$ cat src/hw/rtc_pkg.sv
//////////////////////////////
// RTC shared definitions
// Register map, sequencer states, prescaler constants and the
// BCD or binary field increment used by the time counter.
//////////////////////////////

`default_nettype none

package rtc_pkg;

    typedef logic [7:0] time_byte_t;

    localparam int INDEX_W = 7;

    typedef enum logic [INDEX_W-1:0] {
        REG_SECONDS       = 7'h00,
        REG_ALARM_SECONDS = 7'h01,
        REG_MINUTES       = 7'h02,
        REG_ALARM_MINUTES = 7'h03,
        REG_HOURS         = 7'h04,
        REG_ALARM_HOURS   = 7'h05,
        REG_STATUS_A      = 7'h0A,
        REG_STATUS_B      = 7'h0B,
        REG_STATUS_C      = 7'h0C,
        REG_STATUS_D      = 7'h0D
    } reg_index_t;

    typedef enum logic [2:0] {
        SEC_UPDATE_START       = 3'd0,
        SEC_UPDATE_IN_PROGRESS = 3'd1,
        SEC_SECOND_START       = 3'd2,
        SEC_SECOND_IN_PROGRESS = 3'd3,
        SEC_STOPPED            = 3'd4
    } sec_state_t;

    // Prescaler and once-per-second pacing.
    localparam int                RATE_W             = 28;
    localparam logic [RATE_W-1:0] TICK_HZ            = 800;
    localparam int                TICKS_PER_SECOND   = 800;
    localparam int                FIRST_SECOND_TICKS = 4;
    localparam int                COUNT_W            = 11;

    localparam logic [1:0] ALARM_ANY = 2'b11;

    // Minutes wrap at the same limit as seconds.
    localparam time_byte_t SEC_LIMIT_BIN  = 8'd59;
    localparam time_byte_t SEC_LIMIT_BCD  = 8'h59;
    localparam time_byte_t HOUR_LIMIT_BIN = 8'd23;
    localparam time_byte_t HOUR_LIMIT_BCD = 8'h23;

    // Returns the field plus one, or zero once the limit is reached.
    function automatic time_byte_t next_field(
        input time_byte_t value,
        input time_byte_t limit,
        input logic       binary_mode
    );
        time_byte_t result;
        if (value >= limit) begin
            result = '0;
        end else if (!binary_mode && value[3:0] >= 4'd9) begin
            result = {value[7:4] + 4'd1, 4'h0};
        end else begin
            result = value + 8'd1;
        end
        return result;
    endfunction

endpackage

`default_nettype wire

$ cat src/hw/rtc_time_if.sv
//////////////////////////////
// RTC time bus
// Register writes and mode go to the time counter, and the clock
// fields and alarm match come back to the register block.
//////////////////////////////

`timescale 1ns/1ps
`default_nettype none

interface rtc_time_if;
    import rtc_pkg::*;

    logic       wr_en;
    reg_index_t wr_index;
    time_byte_t wr_data;
    logic       binary_mode;

    time_byte_t second;
    time_byte_t minute;
    time_byte_t hour;
    time_byte_t alarm_second;
    time_byte_t alarm_minute;
    time_byte_t alarm_hour;
    logic       alarm_hit;

    modport regs (
        output wr_en, wr_index, wr_data, binary_mode,
        input  second, minute, hour, alarm_second, alarm_minute, alarm_hour, alarm_hit
    );

    modport counter (
        input  wr_en, wr_index, wr_data, binary_mode,
        output second, minute, hour, alarm_second, alarm_minute, alarm_hour, alarm_hit
    );

endinterface

`default_nettype wire

$ cat src/hw/rtc_tick_gen.sv
//////////////////////////////
// RTC tick generator
// Fractional accumulator giving an average 800 Hz tick.
//////////////////////////////

`timescale 1ns/1ps
`default_nettype none

module rtc_tick_gen (
    input  wire                      clk,
    input  wire                      rst_n,
    input  wire [rtc_pkg::RATE_W-1:0] clock_rate,
    output logic                     tick
);
    import rtc_pkg::*;

    logic [RATE_W-1:0] acc;
    logic [RATE_W:0]   acc_sum;

    // One extra bit so the sum cannot wrap for rates near the top of the range.
    assign acc_sum = {1'b0, acc} + {1'b0, TICK_HZ};

    always_ff @(posedge clk) begin
        if (!rst_n) begin
            acc  <= '0;
            tick <= 1'b0;
        end else if (acc_sum >= {1'b0, clock_rate}) begin
            acc  <= RATE_W'(acc_sum - {1'b0, clock_rate});
            tick <= 1'b1;
        end else begin
            acc  <= acc_sum[RATE_W-1:0];
            tick <= 1'b0;
        end
    end

endmodule

`default_nettype wire

$ cat src/hw/rtc_seq_ctrl.sv
//////////////////////////////
// RTC update sequencer
// Counts 800 Hz ticks and issues the once-per-second step,
// and reports the update-in-progress window.
//////////////////////////////

`timescale 1ns/1ps
`default_nettype none

module rtc_seq_ctrl (
    input  wire  clk,
    input  wire  rst_n,
    input  wire  tick,
    input  wire  freeze,
    output logic step,
    output logic update_in_progress
);
    import rtc_pkg::*;

    sec_state_t         state;
    logic [COUNT_W-1:0] countdown;
    logic               count_zero;

    assign count_zero         = (countdown == '0);
    assign step               = (state == SEC_SECOND_START);
    assign update_in_progress = (state == SEC_UPDATE_IN_PROGRESS) ||
                                (state == SEC_SECOND_START);

    //////////////////////////////
    // State machine
    //////////////////////////////

    always_ff @(posedge clk) begin
        if (!rst_n) begin
            state <= SEC_UPDATE_START;
        end else if (freeze) begin
            state <= SEC_STOPPED;
        end else begin
            case (state)
                SEC_STOPPED: begin
                    state <= SEC_UPDATE_START;
                end
                SEC_UPDATE_START: begin
                    state <= SEC_UPDATE_IN_PROGRESS;
                end
                SEC_UPDATE_IN_PROGRESS: begin
                    if (count_zero) begin
                        state <= SEC_SECOND_START;
                    end
                end
                SEC_SECOND_START: begin
                    state <= SEC_SECOND_IN_PROGRESS;
                end
                SEC_SECOND_IN_PROGRESS: begin
                    if (countdown == COUNT_W'(1)) begin
                        state <= SEC_UPDATE_START;
                    end
                end
                default: begin
                    state <= SEC_STOPPED;
                end
            endcase
        end
    end

    //////////////////////////////
    // Tick countdown
    //////////////////////////////

    // The count rests at zero until the update window picks it up, so a
    // tick landing on the turnaround never swallows a second.
    always_ff @(posedge clk) begin
        if (!rst_n || freeze) begin
            countdown <= COUNT_W'(FIRST_SECOND_TICKS);
        end else if (count_zero) begin
            if (state == SEC_UPDATE_IN_PROGRESS) begin
                countdown <= COUNT_W'(TICKS_PER_SECOND - 1);
            end
        end else if (tick) begin
            countdown <= countdown - 1'b1;
        end
    end

endmodule

`default_nettype wire

$ cat src/hw/rtc_time_counter.sv
//////////////////////////////
// RTC time counter
// Seconds, minutes and hours with their rollover chain, the
// alarm fields and the alarm match.
//////////////////////////////

`timescale 1ns/1ps
`default_nettype none

module rtc_time_counter (
    input  wire         clk,
    input  wire         rst_n,
    input  wire         step,
    rtc_time_if.counter time_bus
);
    import rtc_pkg::*;

    time_byte_t sec_limit;
    time_byte_t hour_limit;
    time_byte_t next_second;
    time_byte_t next_minute;
    time_byte_t next_hour;
    time_byte_t second_after;
    time_byte_t minute_after;
    time_byte_t hour_after;
    logic       minute_adv;
    logic       hour_adv;

    // A field matches when its top bits say "any" or it equals the time.
    function automatic logic field_match(input time_byte_t alarm, input time_byte_t value);
        return (alarm[7:6] == ALARM_ANY) || (alarm == value);
    endfunction

    assign sec_limit  = time_bus.binary_mode ? SEC_LIMIT_BIN : SEC_LIMIT_BCD;
    assign hour_limit = time_bus.binary_mode ? HOUR_LIMIT_BIN : HOUR_LIMIT_BCD;

    assign next_second = next_field(time_bus.second, sec_limit, time_bus.binary_mode);
    assign next_minute = next_field(time_bus.minute, sec_limit, time_bus.binary_mode);
    assign next_hour   = next_field(time_bus.hour, hour_limit, time_bus.binary_mode);

    // A field that comes back as zero has wrapped and carries on.
    assign minute_adv = step && (next_second == '0);
    assign hour_adv   = minute_adv && (next_minute == '0);

    assign second_after = step ? next_second : time_bus.second;
    assign minute_after = minute_adv ? next_minute : time_bus.minute;
    assign hour_after   = hour_adv ? next_hour : time_bus.hour;

    assign time_bus.alarm_hit = field_match(time_bus.alarm_second, second_after) &&
                                field_match(time_bus.alarm_minute, minute_after) &&
                                field_match(time_bus.alarm_hour, hour_after);

    // A host write to a field takes priority over the step for that field only.
    always_ff @(posedge clk) begin
        if (!rst_n) begin
            time_bus.second       <= '0;
            time_bus.minute       <= '0;
            time_bus.hour         <= '0;
            time_bus.alarm_second <= '0;
            time_bus.alarm_minute <= '0;
            time_bus.alarm_hour   <= '0;
        end else begin
            if (time_bus.wr_en && time_bus.wr_index == REG_SECONDS) begin
                time_bus.second <= time_bus.wr_data;
            end else begin
                time_bus.second <= second_after;
            end
            if (time_bus.wr_en && time_bus.wr_index == REG_MINUTES) begin
                time_bus.minute <= time_bus.wr_data;
            end else begin
                time_bus.minute <= minute_after;
            end
            if (time_bus.wr_en && time_bus.wr_index == REG_HOURS) begin
                time_bus.hour <= time_bus.wr_data;
            end else begin
                time_bus.hour <= hour_after;
            end
            if (time_bus.wr_en && time_bus.wr_index == REG_ALARM_SECONDS) begin
                time_bus.alarm_second <= time_bus.wr_data;
            end
            if (time_bus.wr_en && time_bus.wr_index == REG_ALARM_MINUTES) begin
                time_bus.alarm_minute <= time_bus.wr_data;
            end
            if (time_bus.wr_en && time_bus.wr_index == REG_ALARM_HOURS) begin
                time_bus.alarm_hour <= time_bus.wr_data;
            end
        end
    end

endmodule

`default_nettype wire

$ cat src/hw/rtc_regs.sv
//////////////////////////////
// RTC register block
// Index/data host port, status registers A to D, interrupt
// flags and irq, and the registered read path.
//////////////////////////////

`timescale 1ns/1ps
`default_nettype none

module rtc_regs (
    input  wire                       clk,
    input  wire                       rst_n,
    input  wire                       io_address,
    input  wire                       io_read,
    input  wire                       io_write,
    input  wire rtc_pkg::time_byte_t  io_writedata,
    output rtc_pkg::time_byte_t       io_readdata,
    output logic                      irq,
    input  wire                       step,
    input  wire                       update_in_progress,
    output logic                      freeze,
    rtc_time_if.regs                  time_bus
);
    import rtc_pkg::*;

    reg_index_t index;
    logic       alarm_ena;
    logic       update_ena;
    logic       binary_mode;
    logic       alarm_flag;
    logic       update_flag;
    logic       data_write;
    logic       read_c;
    time_byte_t read_mux;

    assign data_write = io_write && io_address;
    assign read_c     = io_read && io_address && (index == REG_STATUS_C);

    assign time_bus.wr_en       = data_write;
    assign time_bus.wr_index    = index;
    assign time_bus.wr_data     = io_writedata;
    assign time_bus.binary_mode = binary_mode;

    //////////////////////////////
    // Index and register B
    //////////////////////////////

    always_ff @(posedge clk) begin
        if (!rst_n) begin
            index       <= REG_SECONDS;
            freeze      <= 1'b0;
            alarm_ena   <= 1'b0;
            update_ena  <= 1'b0;
            binary_mode <= 1'b0;
        end else if (io_write && !io_address) begin
            index <= reg_index_t'(io_writedata[INDEX_W-1:0]);
        end else if (data_write && index == REG_STATUS_B) begin
            freeze      <= io_writedata[7];
            alarm_ena   <= io_writedata[5];
            // Setting SET also drops the update interrupt enable.
            update_ena  <= io_writedata[4] && !io_writedata[7];
            binary_mode <= io_writedata[2];
        end
    end

    //////////////////////////////
    // Flags and irq
    //////////////////////////////

    // A read of C clears everything on the same edge that latches its value.
    always_ff @(posedge clk) begin
        if (!rst_n) begin
            update_flag <= 1'b0;
            alarm_flag  <= 1'b0;
            irq         <= 1'b0;
        end else if (read_c) begin
            update_flag <= 1'b0;
            alarm_flag  <= 1'b0;
            irq         <= 1'b0;
        end else begin
            if (step) begin
                update_flag <= 1'b1;
            end
            if (step && time_bus.alarm_hit) begin
                alarm_flag <= 1'b1;
            end
            if (!irq && ((alarm_ena && alarm_flag) || (update_ena && update_flag))) begin
                irq <= 1'b1;
            end
        end
    end

    //////////////////////////////
    // Read path
    //////////////////////////////

    always_comb begin
        read_mux = '0;
        if (!io_address) begin
            read_mux = 8'hFF;
        end else begin
            case (index)
                REG_SECONDS:       read_mux = time_bus.second;
                REG_ALARM_SECONDS: read_mux = time_bus.alarm_second;
                REG_MINUTES:       read_mux = time_bus.minute;
                REG_ALARM_MINUTES: read_mux = time_bus.alarm_minute;
                REG_HOURS:         read_mux = time_bus.hour;
                REG_ALARM_HOURS:   read_mux = time_bus.alarm_hour;
                REG_STATUS_A:      read_mux = {update_in_progress, 7'd0};
                REG_STATUS_B: begin
                    read_mux = {freeze, 1'b0, alarm_ena, update_ena, 1'b0, binary_mode, 2'b00};
                end
                REG_STATUS_C:      read_mux = {irq, 1'b0, alarm_flag, update_flag, 4'h0};
                REG_STATUS_D:      read_mux = 8'h80;
                default:           read_mux = '0;
            endcase
        end
    end

    always_ff @(posedge clk) begin
        if (!rst_n) begin
            io_readdata <= '0;
        end else if (io_read) begin
            io_readdata <= read_mux;
        end
    end

endmodule

`default_nettype wire

$ cat src/hw/rtc_top.sv
//////////////////////////////
// RTC top level
// Prescaler, update sequencer, time counter and register block.
//////////////////////////////

`timescale 1ns/1ps
`default_nettype none

module rtc_top (
    input  wire                       clk,
    input  wire                       rst_n,
    input  wire                       io_address,
    input  wire                       io_read,
    input  wire                       io_write,
    input  wire rtc_pkg::time_byte_t  io_writedata,
    output wire rtc_pkg::time_byte_t  io_readdata,
    input  wire [rtc_pkg::RATE_W-1:0] clock_rate,
    output wire                       irq
);

    logic tick;
    logic step;
    logic update_in_progress;
    logic freeze;

    rtc_time_if time_bus ();

    rtc_tick_gen u_tick_gen (
        .clk        (clk),
        .rst_n      (rst_n),
        .clock_rate (clock_rate),
        .tick       (tick)
    );

    rtc_seq_ctrl u_seq_ctrl (
        .clk                (clk),
        .rst_n              (rst_n),
        .tick               (tick),
        .freeze             (freeze),
        .step               (step),
        .update_in_progress (update_in_progress)
    );

    rtc_time_counter u_time_counter (
        .clk      (clk),
        .rst_n    (rst_n),
        .step     (step),
        .time_bus (time_bus.counter)
    );

    rtc_regs u_regs (
        .clk                (clk),
        .rst_n              (rst_n),
        .io_address         (io_address),
        .io_read            (io_read),
        .io_write           (io_write),
        .io_writedata       (io_writedata),
        .io_readdata        (io_readdata),
        .irq                (irq),
        .step               (step),
        .update_in_progress (update_in_progress),
        .freeze             (freeze),
        .time_bus           (time_bus.regs)
    );

endmodule

`default_nettype wire

$ cat config.mk
export PLATFORM = sky130hd
export DESIGN_NAME = rtc_top
export DESIGN_NICKNAME = d
export VERILOG_FILES = /design/src/hw/rtc_pkg.sv /design/src/hw/rtc_time_if.sv /design/src/hw/rtc_tick_gen.sv /design/src/hw/rtc_seq_ctrl.sv /design/src/hw/rtc_time_counter.sv /design/src/hw/rtc_regs.sv /design/src/hw/rtc_top.sv
export SDC_FILE = /design/constraint.sdc
export NUM_CORES = 1
export LEC_CHECK = 0
export BUFFER_PORTS_ARGS = -buffer_cell sky130_fd_sc_hd__buf_2
export CORE_MARGIN = 5
export CORE_UTILIZATION = 62
export DETAILED_ROUTE_END_ITERATION = 8
export PLACE_DENSITY_LB_ADDON = 0.1
export SYNTH_ARGS = -nofsm -noshare
export SYNTH_HDL_FRONTEND = slang
export SYNTH_SLANG_ARGS = --single-unit
export TNS_END_PERCENT = 50
$ cat constraint.sdc
create_clock -name clk -period 4.4 [get_ports clk]
set_clock_uncertainty 0.05 [all_clocks]
set_input_delay 0.88 -clock clk [delete_from_list [all_inputs] [get_ports clk]]
set_output_delay 0.88 -clock clk [all_outputs]
set_load 0.005 [all_outputs]
Word-level counts from Yosys, hierarchy flattened
Cells that the tools add are included.

Bits in registers: 113. Word-level logic and storage cells: 134. Bits of input ports: 41.

Reductions and logical operators: 46. Mux-type cells: 25. Add/subtract/negate cells: 9. Bitwise logic cells: 2. Magnitude comparators: 7. Equality and inequality tests: 25.

Operator list (count): 2-to-1 mux 8 bit (13); one-hot mux 8 bit (10 select lines) (1); 2-to-1 mux 11 bit (3); adder 28 x 10 -> 29 bit (second input constant) (1); >= comparator 29 x 28 -> 1 bit (1); == test 7 x 4 -> 1 bit (second input constant) (4); 2-to-1 mux 28 bit (1); subtractor 28 bit (1); adder 8 x 1 -> 8 bit (second input constant) (3); == test 8 bit (3); >= comparator 8 bit (3); logical AND 1 bit (23); zero test 8 bit (2); one-hot mux 3 bit (5 select lines) (1); == test 7 x 2 -> 1 bit (second input constant) (2); == test 7 x 3 -> 1 bit (second input constant) (2); adder 4 x 1 -> 4 bit (second input constant) (3); >= comparator 4 bit (second input constant) (3); == test 11 x 1 -> 1 bit (second input constant) (1); zero test 11 bit (1); subtractor 11 x 1 -> 11 bit (second input constant) (1); 2-to-1 mux 3 bit (3); AND reduction 2 bit (4); == test 7 x 1 -> 1 bit (second input constant) (1); other kinds (17) (33).

Longest topological paths before layout
Depth after elaboration: 12. Mapped depth: 18. Gate-level depth less buffers: 17.

Modules after synthesis
From an unflattened synthesis, not the netlist that was laid out.

Cell total of the unflattened synthesis: 1114. Area total of the unflattened synthesis: 8971.1 um2.

By module, submodules not included: rtc_time_counter (area an instance 3654.8 um2, cells each 458, times used 1, sequential area each 960.9 um2); rtc_tick_gen (area an instance 3017.9 um2, cells each 397, times used 1, sequential area each 580.6 um2); rtc_regs (area an instance 1536.5 um2, cells each 170, times used 1, sequential area each 440.4 um2); rtc_seq_ctrl (area an instance 762.0 um2, cells each 89, times used 1, sequential area each 280.3 um2).

Worst setup path before layout
No wires, ideal clock.

Kind: register -> register. Start point: register u_tick_gen.acc[5]. End point: register u_tick_gen.acc[1]. Period minus slack after synthesis: 3.761 ns. Path buffers: 1. Stages on the path, launching flop included: 19. Setup slack: 0.639 ns. Data arrival time: 3.583 ns. Cell sequence: dfxtp_1 ha_1 a21oi_1 nor2b_1 nor3_1 and4_1 nand2_1 xnor2_1 ha_1 a21o_1 a21o_1 a21o_1 a21o_1 a21oi_1 o31ai_1 a221oi_2 clkbuf_1 mux2i_1 nor2_1.

Cells in the longest elaborated chain, start to end: 3.

RTL lines: from (decl) (line rtc_tick_gen.sv:17) `logic [RATE_W-1:0] acc;`; from (signal assigned) (line rtc_tick_gen.sv:28) `acc <= RATE_W'(acc_sum - {1'b0, clock_rate});`; from (signal assigned) (line rtc_tick_gen.sv:31) `acc <= acc_sum[RATE_W-1:0];`; adder 28 x 10 -> 29 bit (line rtc_tick_gen.sv:21) `assign acc_sum = {1'b0, acc} + {1'b0, TICK_HZ};`; >= comparator 29 x 28 -> 1 bit (line rtc_tick_gen.sv:27) `end else if (acc_sum >= {1'b0, clock_rate}) begin`; 2-to-1 mux 28 bit (line rtc_tick_gen.sv:27).

No other way between the ends. A chain may end at the register's enable or synchronous reset.

Worst setup path in the final report
Start point: register u_tick_gen.acc[5]. End point: register u_tick_gen.acc[24].

Cells in the longest elaborated chain, start to end: 3. Elaborated cells on any way between the ends: 4. Those cells by class: 2 x add/sub; 1 x order compare; 1 x mux.

RTL lines (line): adder 28 x 10 -> 29 bit (*) (rtc_tick_gen.sv:21); subtractor 28 bit or >= comparator 29 x 28 -> 1 bit (tied branches) (rtc_tick_gen.sv:28, rtc_tick_gen.sv:27); 2-to-1 mux 28 bit (*) (rtc_tick_gen.sv:27).

Every way passes the cells marked *; elsewhere a longest branch is shown, timed or not.

==> impl_metrics.env <==
export IMPL_synth_seq_cells=113
export IMPL_vias=8061
export IMPL_dieArea_mm2=0.0161
export IMPL_p_leak_nw=4.26
export IMPL_maxSlewViolCount=0
export IMPL_synth_most_common_cell="nor2_1"
export IMPL_grt_pass1_vias=7457
export IMPL_ys_types=85
export IMPL_dpl_worst_slack_ns=0.305
export IMPL_power_frac_seq=0.359
export IMPL_die_h_um=127
export IMPL_cp_depth=17
export IMPL_yosys_area_share_simple=0.225
export IMPL_synth_xor_xnor_area_share=0.0778
export IMPL_htree_num_levels=4
export IMPL_synth_cells=1075
export IMPL_fin_nets=1207
export IMPL_p_sw_frac=0.273
export IMPL_drt_total_wl_um=23200
export IMPL_arrival_ns=4.26
export IMPL_drv_cap=0
export IMPL_hold_viol_final=0
export IMPL_wl_per_cell_um=17.8
export IMPL_postRouteAntennaNets=0
export IMPL_synth_area_per_cell_um2=7.86
export IMPL_synthTopCellsByCount="139 x nor2_1, 113 x dfxtp_1, 74 x nand2_1"
export IMPL_final_setup_tns_ns=0
export IMPL_numCtsBuffers=17
export IMPL_min_period_ns=3.99
export IMPL_reg2regPathDepth=17
export IMPL_synth_compound_area_frac=0.224
export IMPL_synth_top_cell_by_area="dfxtp_1"
export IMPL_p_int_mw=2.22
export IMPL_design_area_mm2=0.00951
export IMPL_syn_nets=1169
export IMPL_cts_sinks=113
export IMPL_port_buffers=49
export IMPL_antenna_found_initial=0
export IMPL_drive_gt1_frac=0.111
export IMPL_worst_path_buf_inv=1
export IMPL_placed_cell_area_mm2=0.00888
export IMPL_crit_end="u_tick_gen.acc[24]"
export IMPL_grt_use_total=0.285
export IMPL_clockBufferDepth=2
export IMPL_fin_ws_ns=0.410
export IMPL_first_pass_iters=6
export IMPL_cts_root_buf="clkbuf_16"
export IMPL_grt_start_max_net_pins=49
export IMPL_grt_overflow=0
export IMPL_path_cells="ha_1 > a21oi_1 > nor2b_2 > nand2b_1 > xnor2_1 > ha_1 > a41oi_1 > o21ai_0 > a21oi_1 > o21ai_0 > a2111oi_0 > buf_4 > nor2_1 > a31oi_1 > mux2i_1 > a31oi_1 > o21a_1"
export IMPL_yosysSeqAreaShare=0.268
export IMPL_synth_ff_type="dfxtp_1"
export IMPL_crit_type="reg -> reg"
export IMPL_netlist_top_cells_area="dfxtp_1 27%, ha_1 7.7%, mux2i_1 7.0%, nor2_1 6.2%, xnor2_1 4.7%"
export IMPL_syn_to_final_growth_pct=12.6
export IMPL_rsz0062_at_grt="false"
export IMPL_p_comb_frac=0.159
export IMPL_gp_congestion=0.938
export IMPL_initial_core_util=0.635
export IMPL_grt_pass1_wl_um=37400
export IMPL_cts_hold_buf=0
export IMPL_setup_viol_count_final=0
export IMPL_die_x_um=127
export IMPL_max_stage_delay_ns=0.48
export IMPL_outcome="finished clean"
export IMPL_pwr_density_cell_mw_per_mm2=322
export IMPL_timing_rr_start="u_tick_gen.acc[5]"
export IMPL_ys_async_sr_fraction=0
export IMPL_viasPerCell=6.19
export IMPL_p_sw_uw=836
export IMPL_synth_mux_area_frac=0.0752
export IMPL_fmax_ghz=0.251
export IMPL_core_mm2=0.0133
export IMPL_dp_hpwl_um=16700
export IMPL_r2r_slack_ns=0.41
export IMPL_synth_edf_count=0
export IMPL_syn_area_mm2=0.00845
export IMPL_max_slew_margin_rel=0.359
export IMPL_crit_required_ns=4.67
export IMPL_power_clock_fraction=0.483
export IMPL_crit_family="compound AO/OA/AOI/OAI gates"
export IMPL_period_share=0.907
export IMPL_cts_tree="built"
export IMPL_insertedDiodeCount=0
export IMPL_worst_slew_pin_slew_ns=0.958
export IMPL_synth_top_area_frac=0.268
export IMPL_cp_end_kind="flip-flop"
export IMPL_min_path_type="reg -> reg"
export IMPL_yosys_area_share_adder=0.0794
export IMPL_critPathLaunch="u_tick_gen.acc[5]"
export IMPL_fp_row_count=42
export IMPL_ios=50
export IMPL_clkLatencyLatePin_ns=0.42
export IMPL_drc=0
export IMPL_reg2reg_to="u_tick_gen.acc[24]"
export IMPL_postCtsSetupRepairBufs=0
export IMPL_yosysWarningCount=0
export IMPL_clkTransAtPathRegs_ns=0.06
export IMPL_synth_top_family_by_area="simple AND/OR/NAND/NOR gates"
export IMPL_crit_slowest_cell="a2111oi_0"
export IMPL_crit_fanout=7
export IMPL_drt_iter0_drc=776
export IMPL_ir_worst_vdd_mv=0.268
export IMPL_crit_path_start_kind="flip-flop"
-- cell usage in the layout, fill, tap and decap left out, types with 6 or more instances in the layout --
cell,instances
nor3_1,23
o31ai_1,6
a221oi_1,6
nand3_1,34
a21o_1,24
mux2i_1,59
inv_1,61
xnor2_1,45
or3_1,12
nor2b_1,17
nand2_1,74
ha_1,52
a311oi_1,6
buf_4,17
nor3b_1,9
o311ai_0,6
nor2_1,139
clkbuf_16,17
buf_2,49
nand2b_1,19
dfxtp_1,113
and3_1,6
o21ai_0,48
or2_2,6
and2_1,9
xor2_1,30
a31oi_1,19
a211oi_1,22
a21oi_1,58
nand4_1,12
o22ai_1,7
-- worst reg2reg max path, cell delays in order, from the launching register on --
cell and delay, ns:
dfxtp_1 0.33, ha_1 0.22, a21oi_1 0.21, nor2b_2 0.28, nand2b_1 0.15, xnor2_1 0.15, ha_1 0.36, a41oi_1 0.22
o21ai_0 0.11, a21oi_1 0.15, o21ai_0 0.15, a2111oi_0 0.48, buf_4 0.20, nor2_1 0.06, a31oi_1 0.26, mux2i_1 0.23
a31oi_1 0.10, o21a_1 0.17
-- final cells by class --
type	count	area, µm²
Inverter	62	233
Fill cell	1081	3790
Sequential cell	113	2260
Clock inverter	12	181
Multi-Input combinational cell	852	5770
Timing Repair Buffer	67	393
Clock buffer	20	447
Tap cell	176	220
-- registers in the layout, summed over array words and instances, names as in the netlist --
name,flops
u_regs.irq,1
u_seq_ctrl.countdown,11
u_time_counter.time_bus.alarm_second,8
u_seq_ctrl.state,3
u_tick_gen.acc,28
u_regs.update_flag,1
u_regs.time_bus.binary_mode,1
u_regs.freeze,1
u_regs.alarm_flag,1
u_time_counter.time_bus.hour,8
u_time_counter.time_bus.alarm_minute,8
u_regs.alarm_ena,1
u_regs.io_readdata,8
u_time_counter.time_bus.minute,8
u_regs.time_bus.wr_index,7
u_time_counter.time_bus.alarm_hour,8
u_time_counter.time_bus.second,8
u_regs.update_ena,1
u_tick_gen.tick,1
-- power groups by stage --
stage | logic [mW] | clock network [mW] | registers, mW
2_1_floorplan | 0.367 | 0 | 1.09
3_3_place_gp | 0.470 | 0 | 1.12
3_5_place_dp | 0.476 | 0 | 1.12
4_1_cts | 0.479 | 1.49 | 1.10
5_1_grt | 0.532 | 1.54 | 1.10
6_report | 0.486 | 1.48 | 1.10
-- repair_timing --
item	in CTS	in global routing
hold endpoints to repair	0	0
resized for setup	0	1
setup endpoints to repair	0	1
-- per-layer routing --
metal	share of wire	vias up	track usage
met5	0	-	0
met4	0.032	0	0.122
met3	0.072	59	0.0450
met2	0.48	311	0.476
met1	0.42	3721	0.365
li1	-	3970	-
-- how the worst min path moves through the flow --
stage,depth (start not counted),endpoint,slack [ns],startpoint
after detailed placement,2,u_tick_gen.acc[3],0.40,u_tick_gen.acc[3]
final,2,u_tick_gen.acc[3],0.42,u_tick_gen.acc[3]
after global placement,2,u_tick_gen.acc[3],0.40,u_tick_gen.acc[3]
after floorplan,2,u_tick_gen.acc[3],0.39,u_tick_gen.acc[3]
after global routing,2,u_tick_gen.acc[3],0.44,u_tick_gen.acc[3]
after CTS,2,u_tick_gen.acc[3],0.42,u_tick_gen.acc[3]
-- through the flow --
stage	cells	utilization	total power [mW]	hold WS [ns]
final	1302	0.715	3.06	0.420
after global routing	1302	0.715	3.18	0.435
after CTS	1302	0.715	3.06	0.415
after detailed placement	1270	0.668	1.59	0.405
after global placement	1270	0.668	1.58	0.397
after floorplan	1075	-	1.46	0.386
-- logic make-up (layout without fill, tap and decap cells) --
kind of cell / after synthesis / after routing
compound gates: 275 / 275
fa+ha+maj: 53 / 53
buf+inv: 110 / 161
flops: 113 / 113
xor+xnor: 75 / 75
simple gates: 387 / 387
mux: 62 / 62
(Power assumes the default switching activity.)
